<file path="src/hdl/sched_pkg.sv">
`default_nettype none

package sched_pkg;

  // ----------------------------------------
  // sizes
  // ----------------------------------------
  localparam int NUM_SLOTS = 8;
  localparam int SLOT_W    = 3;
  localparam int ADDR_W    = 32;
  localparam int OFFS_W    = 12;              // word offset inside a page
  localparam int PAGE_W    = ADDR_W - OFFS_W;
  localparam int BLK_W     = 6;               // blocks of up to 63 words
  localparam int SECT_W    = 2;
  localparam int LEN_W     = ADDR_W - 1 - SECT_W;

  // carousel positions
  localparam int GB1_POS = 96;  // slot 1 fast trigger
  localparam int MB_POS  = 2;   // slow slots

  // ----------------------------------------
  // descriptor word
  // ----------------------------------------
  typedef struct packed {
    logic              active;
    logic [SECT_W-1:0] section;
    logic [LEN_W-1:0]  len;
    logic [ADDR_W-1:0] addr;
  } desc_fields_t;

  typedef struct packed {
    logic [31:0] hi;
    logic [31:0] lo;
  } desc_raw_t;

  typedef union packed {
    desc_fields_t f;    // scheduler view
    desc_raw_t    raw;  // cpu view
  } desc_t;

endpackage

`default_nettype wire

</file>
<file path="src/hdl/exec_if.sv">
`timescale 1ns/1ps
`default_nettype none

interface exec_if;
  import sched_pkg::*;

  // command, scheduler to splitter
  logic              go;            // level, held until ready drops
  logic [BLK_W-1:0]  block_length;
  logic [ADDR_W-1:0] new_addr;
  logic [SECT_W-1:0] new_section;

  // status, splitter to scheduler
  logic              ready;         // high while splitter idle
  logic [ADDR_W-1:0] old_addr;      // first word after the block
  logic              endof_page;
  logic [BLK_W-1:0]  count_sent;

  modport sched (
    output go, block_length, new_addr, new_section,
    input  ready, old_addr, endof_page, count_sent
  );

  modport splitter (
    input  go, block_length, new_addr, new_section,
    output ready, old_addr, endof_page, count_sent
  );

endinterface

`default_nettype wire

</file>
<file path="src/hdl/desc_mem.sv">
`timescale 1ns/1ps
`default_nettype none

module desc_mem (
  input  wire                          CLK,
  input  wire                          RST,
  // cpu side
  input  wire                          read_cpu,
  input  wire                          write_cpu,
  output logic                         read_cpu_ack,
  output logic                         write_cpu_ack,
  input  wire  [sched_pkg::SLOT_W-1:0] addr_cpu,
  input  wire  sched_pkg::desc_t       in_cpu,
  output logic [31:0]                  out_cpu,
  // scheduler side
  input  wire                          rd_sched,
  input  wire  [sched_pkg::SLOT_W-1:0] rd_addr,
  output sched_pkg::desc_t             rd_data,
  input  wire                          wr_sched,
  input  wire  [sched_pkg::SLOT_W-1:0] wr_addr,
  input  wire  sched_pkg::desc_t       wr_data
);
  import sched_pkg::*;

  desc_t             mem [NUM_SLOTS];
  logic [SLOT_W-1:0] read_addr;
  logic              read_sched_r;
  logic              cpu_rd_ok, cpu_wr_ok;
  logic [SLOT_W-1:0] write_addr;
  desc_t             write_data;

  // scheduler first on both ports, cpu waits
  assign cpu_rd_ok  = read_cpu && !rd_sched && !read_cpu_ack;
  assign cpu_wr_ok  = write_cpu && !wr_sched && !write_cpu_ack;
  assign write_addr = wr_sched ? wr_addr : addr_cpu;
  assign write_data = wr_sched ? wr_data : in_cpu;

  always_ff @(posedge CLK)
    if (!RST)
    begin
      read_sched_r  <= 1'b0;
      read_cpu_ack  <= 1'b0;
      write_cpu_ack <= 1'b0;
      for (int i = 0; i < NUM_SLOTS; i++)
        mem[i] <= '0;
    end
    else
    begin
      read_sched_r  <= rd_sched;
      read_cpu_ack  <= cpu_rd_ok;   // doubles as the cpu read stage
      write_cpu_ack <= cpu_wr_ok;
      if (wr_sched || cpu_wr_ok)
        mem[write_addr] <= write_data;
    end

  // read path, address stage then data stage
  always_ff @(posedge CLK)
  begin
    if (rd_sched)
      read_addr <= rd_addr;
    else if (cpu_rd_ok)
      read_addr <= addr_cpu;
    if (read_sched_r)
      rd_data <= mem[read_addr];
    if (read_cpu_ack)
      out_cpu <= mem[read_addr].raw.hi;
  end

endmodule

`default_nettype wire

</file>
<file path="src/hdl/slot_carousel.sv">
`timescale 1ns/1ps
`default_nettype none

module slot_carousel #(
  parameter int CYCLE_LEN = 192
) (
  input  wire                          CLK,
  input  wire                          RST,
  output logic                         trg_slot,
  output logic [sched_pkg::SLOT_W-1:0] trg_index,
  output logic                         refresh_req
);
  import sched_pkg::*;

  localparam int SMALL_W = $clog2(CYCLE_LEN + 2);
  localparam int BIG_W   = 4;   // 16 big steps

  logic [SMALL_W-1:0] small_cnt;
  logic [BIG_W-1:0]   big_cnt;
  logic               small_wrap;
  logic               at_fast0, at_fast1, at_slow, slow_step;

  // also catches the out-of-range start value
  assign small_wrap = small_cnt >= SMALL_W'(CYCLE_LEN - 1);

  assign at_fast0  = small_cnt == '0;
  assign at_fast1  = small_cnt == SMALL_W'(GB1_POS);
  assign at_slow   = small_cnt == SMALL_W'(MB_POS);
  assign slow_step = !big_cnt[0] && (big_cnt >= BIG_W'(4));  // steps 4,6..14

  // ----------------------------------------
  // trigger decode
  // ----------------------------------------
  assign trg_slot    = at_fast0 || at_fast1 || (at_slow && slow_step);
  assign trg_index   = at_fast0 ? SLOT_W'(0) :
                       at_fast1 ? SLOT_W'(1) : big_cnt[BIG_W-1:1];
  assign refresh_req = at_fast0 && big_cnt[0];  // odd big steps

  always_ff @(posedge CLK)
    if (!RST)
    begin
      small_cnt <= SMALL_W'(CYCLE_LEN + 1);  // out of range until first wrap
      big_cnt   <= BIG_W'(3);
    end
    else if (small_wrap)
    begin
      small_cnt <= '0;
      big_cnt   <= big_cnt + 1'b1;
    end
    else
    begin
      small_cnt <= small_cnt + 1'b1;
    end

endmodule

`default_nettype wire

</file>
<file path="src/hdl/block_splitter.sv">
`timescale 1ns/1ps
`default_nettype none

module block_splitter (
  input  wire                          CLK,
  input  wire                          RST,
  exec_if.splitter                     exec,
  // block mover
  output logic [sched_pkg::OFFS_W-1:0] blck_start,
  output logic [sched_pkg::BLK_W-1:0]  blck_count_req,
  output logic                         blck_issue,
  output logic [sched_pkg::SECT_W-1:0] blck_section,
  input  wire  [sched_pkg::BLK_W-1:0]  blck_count_sent,
  input  wire                          blck_working,
  // memory controller
  output logic [sched_pkg::PAGE_W-1:0] mcu_page_addr,
  output logic                         mcu_request_align,
  input  wire                          mcu_grant_align
);
  import sched_pkg::*;

  // one-hot state bits
  localparam int S_LOAD = 0;
  localparam int S_SIZE = 1;
  localparam int S_MOVE = 2;
  localparam int S_IDLE = 3;

  logic [3:0]        state;
  logic              working_prev, issued, clipped;
  logic [1:0]        issue_op;
  logic              carry_low, add_high;
  logic [7:0]        old_low;
  logic [ADDR_W-9:0] old_high;
  logic              do_go, mover_done, fire, crosses;
  logic [OFFS_W:0]   end_addr;
  logic [BLK_W-1:0]  to_page_end;

  assign exec.ready    = state[S_IDLE];
  assign exec.old_addr = {old_high, old_low};

  assign blck_issue = issue_op[0] ^ issue_op[1];  // one pulse per toggle

  assign do_go      = exec.go && state[S_IDLE];
  assign mover_done = state[S_MOVE] && working_prev && !blck_working && !add_high;

  // an exact fit to the page end is not a cut
  assign end_addr    = {1'b0, blck_start} + exec.block_length;
  assign crosses     = end_addr[OFFS_W] && (end_addr[OFFS_W-1:0] != '0);
  assign to_page_end = ~blck_start[BLK_W-1:0] + 1'b1;

  // grant seen and mover quiet for two cycles
  assign fire = mcu_request_align && mcu_grant_align && !issued && !blck_issue &&
                !blck_working && !working_prev && (state[S_SIZE] || state[S_MOVE]);

  // ----------------------------------------
  // control
  // ----------------------------------------
  always_ff @(posedge CLK)
    if (!RST)
    begin
      state             <= 4'b1000;
      working_prev      <= 1'b0;
      issue_op          <= 2'b00;
      issued            <= 1'b0;
      mcu_request_align <= 1'b0;
      add_high          <= 1'b0;
      exec.endof_page   <= 1'b0;
    end
    else
    begin
      working_prev <= blck_working;
      if (do_go || state[S_LOAD] || state[S_SIZE])
        state <= {state[2:0], do_go};  // idle -> load -> size -> move
      else if (state[S_MOVE] && add_high)
        state <= 4'b1000;              // back with old_addr complete

      if (state[S_LOAD])
      begin
        mcu_request_align <= 1'b1;
        issued            <= 1'b0;
      end
      else if (fire)
        issued <= 1'b1;
      if (fire)
        issue_op[0] <= ~issue_op[0];
      issue_op[1] <= issue_op[0];

      add_high <= mover_done;
      if (mover_done)
      begin
        mcu_request_align <= 1'b0;
        exec.endof_page   <= clipped && (blck_count_req == blck_count_sent);
      end
    end

  // ----------------------------------------
  // block fields and address update
  // ----------------------------------------
  always_ff @(posedge CLK)
  begin
    if (state[S_LOAD])
    begin
      mcu_page_addr <= exec.new_addr[ADDR_W-1:OFFS_W];
      blck_start    <= exec.new_addr[OFFS_W-1:0];
      blck_section  <= exec.new_section;
    end
    if (state[S_SIZE])
    begin
      clipped        <= crosses;
      blck_count_req <= crosses ? to_page_end : exec.block_length;
    end
    if (mover_done)
    begin
      {carry_low, old_low} <= blck_start[7:0] + {2'b00, blck_count_sent};  // low stage
      exec.count_sent      <= blck_count_sent;
    end
    if (add_high)
      old_high <= {mcu_page_addr, blck_start[OFFS_W-1:8]} + carry_low;
  end

endmodule

`default_nettype wire

</file>
<file path="src/hdl/trans_sched.sv">
`timescale 1ns/1ps
`default_nettype none

module trans_sched (
  input  wire                          CLK,
  input  wire                          RST,
  input  wire                          trg_slot,
  input  wire  [sched_pkg::SLOT_W-1:0] trg_index,
  input  wire                          refresh_req,
  output logic                         rd_sched,
  output logic [sched_pkg::SLOT_W-1:0] rd_addr,
  input  wire  sched_pkg::desc_t       rd_data,
  output logic                         wr_sched,
  output logic [sched_pkg::SLOT_W-1:0] wr_addr,
  output sched_pkg::desc_t             wr_data,
  exec_if.sched                        exec,
  output logic                         mcu_refresh_strobe
);
  import sched_pkg::*;

  logic [1:0]        trans_req, trans_ack, rfr_req, rfr_ack;
  logic [SLOT_W-1:0] slot_s0, slot_s1, slot_s2;   // saved slot index stages
  logic              trg_d1, trg_d2, ready_prev;
  logic              ready_rise, trans_pend, rfr_pend, idle;
  logic              desc_ok, take, launch, do_refresh, cont, last_blk;
  logic [ADDR_W-1:0] addr_s;
  logic [SECT_W-1:0] sect_s;
  logic [LEN_W-1:0]  len_s, len_left, len_wb;
  logic [BLK_W-1:0]  first_len;

  assign rd_sched = trg_slot;
  assign rd_addr  = trg_index;

  assign ready_rise = exec.ready && !ready_prev;
  assign trans_pend = trans_req != trans_ack;
  assign rfr_pend   = rfr_req != rfr_ack;
  assign idle       = exec.ready && !exec.go && !ready_rise;

  assign desc_ok    = rd_data.f.active && (rd_data.f.len != '0);
  assign take       = trg_d2 && desc_ok && idle && !trans_pend;  // else dropped
  assign launch     = idle && trans_pend && !rfr_pend;
  assign do_refresh = idle && rfr_pend;
  assign cont       = ready_rise && exec.endof_page;  // rest of a cut block

  assign last_blk  = len_s[LEN_W-1:BLK_W] == '0;
  assign first_len = last_blk ? len_s[BLK_W-1:0] : '1;
  assign len_wb    = len_left - LEN_W'(exec.count_sent);

  always_ff @(posedge CLK)
    if (!RST)
    begin
      trans_req <= '0;
      trans_ack <= '0;
      rfr_req   <= '0;
      rfr_ack   <= '0;
      trg_d1    <= 1'b0;
      trg_d2    <= 1'b0;
      ready_prev         <= 1'b1;   // splitter starts idle
      wr_sched           <= 1'b0;
      exec.go            <= 1'b0;
      mcu_refresh_strobe <= 1'b0;
    end
    else
    begin
      ready_prev <= exec.ready;
      trg_d1     <= trg_slot;
      trg_d2     <= trg_d1;         // read data valid here
      wr_sched   <= ready_rise && !exec.endof_page;
      if (refresh_req)
        rfr_req <= rfr_req + 1'b1;
      if (do_refresh)
      begin
        rfr_ack            <= rfr_ack + 1'b1;
        mcu_refresh_strobe <= !mcu_refresh_strobe;
      end
      if (take)
        trans_req <= trans_req + 1'b1;
      if (launch)
        trans_ack <= trans_ack + 1'b1;
      if (launch || cont)
        exec.go <= 1'b1;
      else if (!exec.ready)
        exec.go <= 1'b0;
    end

  // ----------------------------------------
  // descriptor fields and write-back word
  // ----------------------------------------
  always_ff @(posedge CLK)
  begin
    if (trg_slot)
      slot_s0 <= trg_index;
    if (take)
    begin
      slot_s1 <= slot_s0;
      addr_s  <= rd_data.f.addr;
      sect_s  <= rd_data.f.section;
      len_s   <= rd_data.f.len;
    end
    if (launch)
    begin
      slot_s2           <= slot_s1;
      len_left          <= len_s;
      exec.block_length <= first_len;
      exec.new_addr     <= addr_s;
      exec.new_section  <= sect_s;
    end
    else if (cont)
    begin
      exec.block_length <= exec.block_length - exec.count_sent;
      exec.new_addr     <= exec.old_addr;
    end
    if (ready_rise)
      len_left <= len_wb;
    if (ready_rise && !exec.endof_page)
    begin
      wr_addr           <= slot_s2;
      wr_data.f.active  <= len_wb != '0;   // done at zero length
      wr_data.f.section <= exec.new_section;
      wr_data.f.len     <= len_wb;
      wr_data.f.addr    <= exec.old_addr;
    end
  end

endmodule

`default_nettype wire

</file>
<file path="src/hdl/sched_top.sv">
`timescale 1ns/1ps
`default_nettype none

module sched_top #(
  parameter int CYCLE_LEN = 192
) (
  input  wire                          CLK,
  input  wire                          RST,
  // cpu descriptor port
  input  wire                          read_cpu,
  input  wire                          write_cpu,
  output logic                         read_cpu_ack,
  output logic                         write_cpu_ack,
  input  wire  [sched_pkg::SLOT_W-1:0] addr_cpu,
  input  wire  sched_pkg::desc_t       in_cpu,
  output logic [31:0]                  out_cpu,
  // block mover
  output logic [sched_pkg::OFFS_W-1:0] blck_start,
  output logic [sched_pkg::BLK_W-1:0]  blck_count_req,
  output logic                         blck_issue,
  output logic [sched_pkg::SECT_W-1:0] blck_section,
  input  wire  [sched_pkg::BLK_W-1:0]  blck_count_sent,
  input  wire                          blck_working,
  // memory controller
  output logic [sched_pkg::PAGE_W-1:0] mcu_page_addr,
  output logic                         mcu_request_align,
  input  wire                          mcu_grant_align,
  output logic                         mcu_refresh_strobe
);
  import sched_pkg::*;

  logic              trg_slot, refresh_req, rd_sched, wr_sched;
  logic [SLOT_W-1:0] trg_index, rd_addr, wr_addr;
  desc_t             rd_data, wr_data;

  exec_if exec ();

  desc_mem u_mem (
    .CLK, .RST,
    .read_cpu, .write_cpu, .read_cpu_ack, .write_cpu_ack,
    .addr_cpu, .in_cpu, .out_cpu,
    .rd_sched, .rd_addr, .rd_data, .wr_sched, .wr_addr, .wr_data
  );

  slot_carousel #(.CYCLE_LEN(CYCLE_LEN)) u_carousel (
    .CLK, .RST, .trg_slot, .trg_index, .refresh_req
  );

  trans_sched u_sched (
    .CLK, .RST, .trg_slot, .trg_index, .refresh_req,
    .rd_sched, .rd_addr, .rd_data, .wr_sched, .wr_addr, .wr_data,
    .exec(exec.sched), .mcu_refresh_strobe
  );

  block_splitter u_split (
    .CLK, .RST, .exec(exec.splitter),
    .blck_start, .blck_count_req, .blck_issue, .blck_section,
    .blck_count_sent, .blck_working,
    .mcu_page_addr, .mcu_request_align, .mcu_grant_align
  );

endmodule

`default_nettype wire

</file>
<file path="config.mk">
export PLATFORM = sky130hd
export DESIGN_NAME = sched_top
export DESIGN_NICKNAME = d
export VERILOG_FILES = /design/src/hdl/sched_pkg.sv /design/src/hdl/exec_if.sv /design/src/hdl/desc_mem.sv /design/src/hdl/slot_carousel.sv /design/src/hdl/block_splitter.sv /design/src/hdl/trans_sched.sv /design/src/hdl/sched_top.sv
export SDC_FILE = /design/constraint.sdc
export NUM_CORES = 1
export LEC_CHECK = 0
export BUFFER_PORTS_ARGS = -buffer_cell sky130_fd_sc_hd__buf_2
export CAP_MARGIN = 20
export CORE_MARGIN = 2
export CORE_UTILIZATION = 65
export CTS_CLUSTER_SIZE = 14
export DETAILED_ROUTE_END_ITERATION = 10
export PLACE_DENSITY = 0.83
export SLEW_MARGIN = 25
export SYNTH_ARGS = -nofsm -noshare
export SYNTH_HDL_FRONTEND = slang
export SYNTH_SLANG_ARGS = --single-unit
</file>
<file path="constraint.sdc">
create_clock -name CLK -period 23.2 [get_ports CLK]
set_clock_uncertainty 0.1 [all_clocks]
set_input_delay 2.32 -clock CLK [delete_from_list [all_inputs] [get_ports CLK]]
set_output_delay 2.32 -clock CLK [all_outputs]
set_load 0.02 [all_outputs]
</file>
After elaboration in Yosys (flattened, before gate mapping)
Memories as Yosys holds them, arrays and structs flattened. A register that Yosys moved wholly into a read port is not among the register bits.
Cells that the tools add are included.

cells by class
  add/subtract/negate cells = 12
  $lt $le $gt $ge = 2
  equality and inequality tests = 6
  muxes and demuxes = 27
  bitwise operators = 4
  reduce and logical (&&, ||, !) cells = 69

operator list
  operator             number
  $mux 64              2
  $mux 32              2
  $reduce_or 64->1     1
  $mux 29              2
  $reduce_bool 29->1   2
  $logic_and 1x1->1    32
  $sub 29x6->29        1
  $add 24x1->24        1
  $mux 6               4
  $logic_not 23->1     1
  $mux 3               7
  $logic_not 1->1      17
  $add 12x6->13        1
  $reduce_bool 12->1   1
  $add 8x6->9          1
  $add 2x1->2 const B  4
  $add 8x1->8 const B  1
  $eq 8x2->1 const B   1
  $eq 8x7->1 const B   1
  $ge 8x8->1 const B   1
  $logic_not 8->1      1
  $mux 4               2
  $mux 8               1
  $reduce_bool 2->1    4
  13 further kinds     29

word-level totals
  register bits after elaboration = 426
  memory bits (writable) = 512
  memories kept = 1

memory list
  memory     depth  width  rd ports  clocked after memory_dff  write ports  RTL line        RTL
  u_mem.mem  8      64     1         1                         8            desc_mem.sv:25  desc_t mem [NUM_SLOTS];

Depth between registers and ports, before layout
  depth in word-level cells = 10
  gate-level depth with buffers = 10
  mapped depth without buffers = 10

Hierarchy
A second synthesis with hierarchy kept.

unflattened totals
  cells, all modules = 2456
  area, all modules = 38986.1 µm²

modules (own cells, without submodules)
  module          instances  cells an instance  area each (µm²)  seq. area each (µm²)
  desc_mem        1          1524               25504.5          18467.7
  trans_sched     1          573                8790.9           6526.3
  block_splitter  1          270                3946.3           2622.5
  slot_carousel   1          89                 744.5            240.2

Worst setup path before layout
Ideal clock, no wire load.

  path kind = reg2reg
  from = register u_mem.rd_data[37] (netlist name) (read register of u_mem.mem)
  to = register u_sched.trans_req[1]
  data arrival time = 7834 ps
  path slack = 15151 ps
  cell stages (with the launch flop) = 8
  path buffers = 0
  clock period less this slack = 8049 ps
  cells stage by stage = edfxtp_1 > nor4_1 > nand4_1 > nor2_1 > nor4_1 > nand2_1 > xnor2_1 > and2_1

between the ends
  longest elaborated chain between the ends = 5

ends and longest elaborated chain
  element                          RTL line           RTL
  start, declared                  desc_mem.sv:18     output sched_pkg::desc_t rd_data,
  $reduce_bool 29->1               trans_sched.sv:39  assign desc_ok = rd_data.f.active && (rd_data.f.len != '0);
  $logic_and 1x1->1                trans_sched.sv:39
  $logic_and 1x1->1 (3 in series)  trans_sched.sv:40  assign take = trg_d2 && desc_ok && idle && !trans_pend;
  named net u_sched.take           trans_sched.sv:25  logic desc_ok, take, launch, do_refresh, cont, last_blk;
  end signal, assigned             trans_sched.sv:77  trans_req <= trans_req + 1'b1;
  end, declared                    trans_sched.sv:21  logic [1:0] trans_req, trans_ack, rfr_req, rfr_ack;

The timed path passes the listed nets, and every way through them passes these cells.
A chain may end at the register's enable or synchronous reset.

==> reports/metrics.csv <==
metric,value,unit
worstPathArrival,5.31,ns
ctsResizeCount,0,
mostFrequentLayoutCell,edfxtp_1,
reg2reg_to,u_mem.mem[5][1],
synth_async_sr_flop_share,0,%
multi_input_area,10100,µm²
core-area,58800,µm²
ys.flop_type,edfxtp_1,
min_path_cells,0,
syn_area,38500,µm²
dpl.cell_count,3276,
hold_viol,0,
worstPathCellList,"buf_2, nand2b_1, nor3b_1, a21oi_1, nor2b_1, nand2_2, buf_4, nand2_2, buf_4",
die-height,247,µm
outcome,"finished, final reports clean",
reg2reg_depth,7,
worstPathRequired,23.38,ns
cts_made_buffers,90,
synth.yosys.warnings,0,
synth-edff-count,899,
crit_path_end_kind,flop,
r2r-start,u_sched.wr_sched,
cts.sink_count,941,
period_share,22.1,%
critPathKind,in -> reg,
via_count,22700,
cap_violations,0,
yosys.area.top_type,edfxtp_1,
grt_remaining_overflow,0,
firstDrtPassIters,5,
slowest_delay,0.86,ns
drtIter0Drc,3211,
synth_nets,2537,
min_from,u_mem.rd_data[6],
synth_area_per_cell,15.9,µm²
worstPathMaxFanout,65,
slowest_stage,nand2_2,
rsz0062_at_grt,false,
drcViolationCount,0,
min_period,5.13,ns
io_buffers,155,
layout.area.seq,27900,µm²
cts_setup_buffers,0,
clkTransAtPathRegs,0.06,ns
synth.area.top_cells,"edfxtp_1, mux4_2, nor2_1, mux2_2, dfxtp_1",
postSynthCellCount,2424,
initial_core_util,65.5,%
globalRouteTotalUtil,31.3,%
synth_top_area_share,70.1,%
grt_pass1_vias,22600,
ys_seq_area_share,72.3,%
tns,0,ns
die_w,247,µm
fin_total_pwr,3900,µW
grt_max_degree,69,
rows,89,
cts_tree,built,
cts_root_buf,clkbuf_16,
dp_hpwl,56100,µm
setup.worst_path.start_class,primary input,
cts_hold_buf,0,
place_congestion,0.856,
viasPerCell,6.59,
fmax,195,MHz
powerDensity,90.3,nW/µm²
drive_gt1_share,22.5,%
synth_cell_types,62,
grt_pass1_wl,140000,µm
synth-seq-cells,941,
reg2reg_slack,19.43,ns
relSlewSlack,25.1,%
h-tree-depth,3,
peakVddDrop,0.0000595,V
hold_end,u_sched.addr_s[6],
nNetsFinal,2710,
final_cell_mix,"edfxtp_1, nor2_1, buf_2",
setup_viol_count_final,0,
ios,156,
min_path_type,reg -> reg,
antenna_found_initial,1,
wl,95300,µm
wl_per_cell,27.7,µm
leakage,0.0152,µW
maxSlewViolCount,0,
clockBufferDepth,3,
dieArea,61200,µm²
final-instance-count-excl-fill,3445,
syn_to_final_growth,12.1,%
max_slew.worst_pin.slew,1.09,ns
n_fill_cell,3275,
drtAntennaViolNets,0,
clk-insertion-delay-late,0.65,ns
[critical path: cells and delay by family]
| family | cells | cell delay (ns) |
|---|---|---|
| simple gates | 5 | 1.77 |
| buf+inv | 3 | 1.04 |
| compound gates | 1 | 0.08 |
[cells in the mapped netlist (3+ instances only)]
master,n
clkbuf_1,82
nor4_4,3
nor2b_1,13
a21oi_1,17
mux2i_1,68
xor2_1,42
fa_1,4
xnor2_1,51
edfxtp_1,899
a31oi_1,4
nor2_1,555
nand2b_1,7
and2_1,19
and3_1,9
inv_1,43
o22ai_1,4
nand4_1,9
a21o_1,7
buf_2,22
ha_1,30
buf_1,10
mux2_2,104
o21ai_0,26
nand3_1,24
nor4b_1,4
o21a_1,5
nor3_1,20
or3_1,5
nand2_1,107
nor4_1,19
mux4_2,128
o21bai_1,3
dfxtp_1,42
nor3b_1,3
[worst max-delay path by stage]
stage / from / to / slack, ns / cells past startpoint
2_1_floorplan: u_mem.rd_data[37] / u_sched.trans_req[1] / 15.15 / 7
3_3_place_gp: write_cpu / u_mem.mem[7][4] / 17.55 / 9
3_5_place_dp: RST / u_mem.mem[7][10] / 17.51 / 7
4_1_cts: RST / u_mem.mem[5][17] / 18.13 / 7
5_1_grt: RST / u_mem.mem[5][25] / 17.91 / 7
6_report: write_cpu / u_mem.mem[5][1] / 18.07 / 9
[kinds of logic (layout without fill, tap and decap cells)]
logic type                 after synthesis  count (layout)  share of synthesized area, %
DFF                                    941             941                          72.3
and+or+nand+nor                        819             819                          9.19
muxes                                  302             302                          12.4
buffers and inverters                  157             402                          1.60
xor gates and xnor gates                94              94                          2.16
AOI/OAI and AO/OA                       77              77                          1.24
adders and majority gates               34              34                          1.18
other                                    0               3                             0
[state kept, by name, indices dropped and copies added (netlist names), 4 cells and up, named ones only]
signal                     flops
u_split.state                  4
u_split.blck_start            12
u_sched.len_left              29
u_sched.wr_data               64
u_carousel.small_cnt           8
u_split.mcu_page_addr         20
u_mem.rd_data                 64
u_sched.len_s                 29
u_mem.mem                    512
u_split.old_high              24
u_sched.addr_s                32
u_split.exec.count_sent        6
u_sched.exec.block_length      6
u_sched.exec.new_addr         32
u_mem.out_cpu                 32
u_split.blck_count_req         6
u_carousel.big_cnt             4
u_split.old_low                8
[where the power goes]
part / total, µW / switching, µW / internal [µW]
sequential: 2030 / 56.9 / 1970
combinational: 413 / 259 / 154
clock: 1460 / 635 / 821
[per-layer routing]
layer	GRT usage, %	wire, µm
met2	51.4	47400
met5	0	0
met3	6.22	10400
met4	10.3	3100
met1	42.8	34400
[through the flow]
stage	hold slack, ns	util [%]	setup slack [ns]	area, µm²
after floorplan	0.300	-	15.15	38500
after global placement	0.302	68.3	17.55	40200
after detailed placement	0.305	68.4	17.51	40200
after CTS	0.315	73.3	18.13	43100
after global routing	0.318	73.4	17.91	43200
final	0.314	73.4	18.07	43200
[layout make-up]
| type | count | share of cell area, % |
|---|---|---|
| antenna | 3 | 0.0174 |
| clock buffer | 112 | 5.53 |
| clock inverter | 52 | 1.15 |
| inverter | 43 | 0.374 |
| multi-input combinational | 1326 | 23.5 |
| sequential | 941 | 64.5 |
| tap | 773 | 2.24 |
| timing repair buffer | 195 | 2.67 |
(Power assumes the default switching activity.)
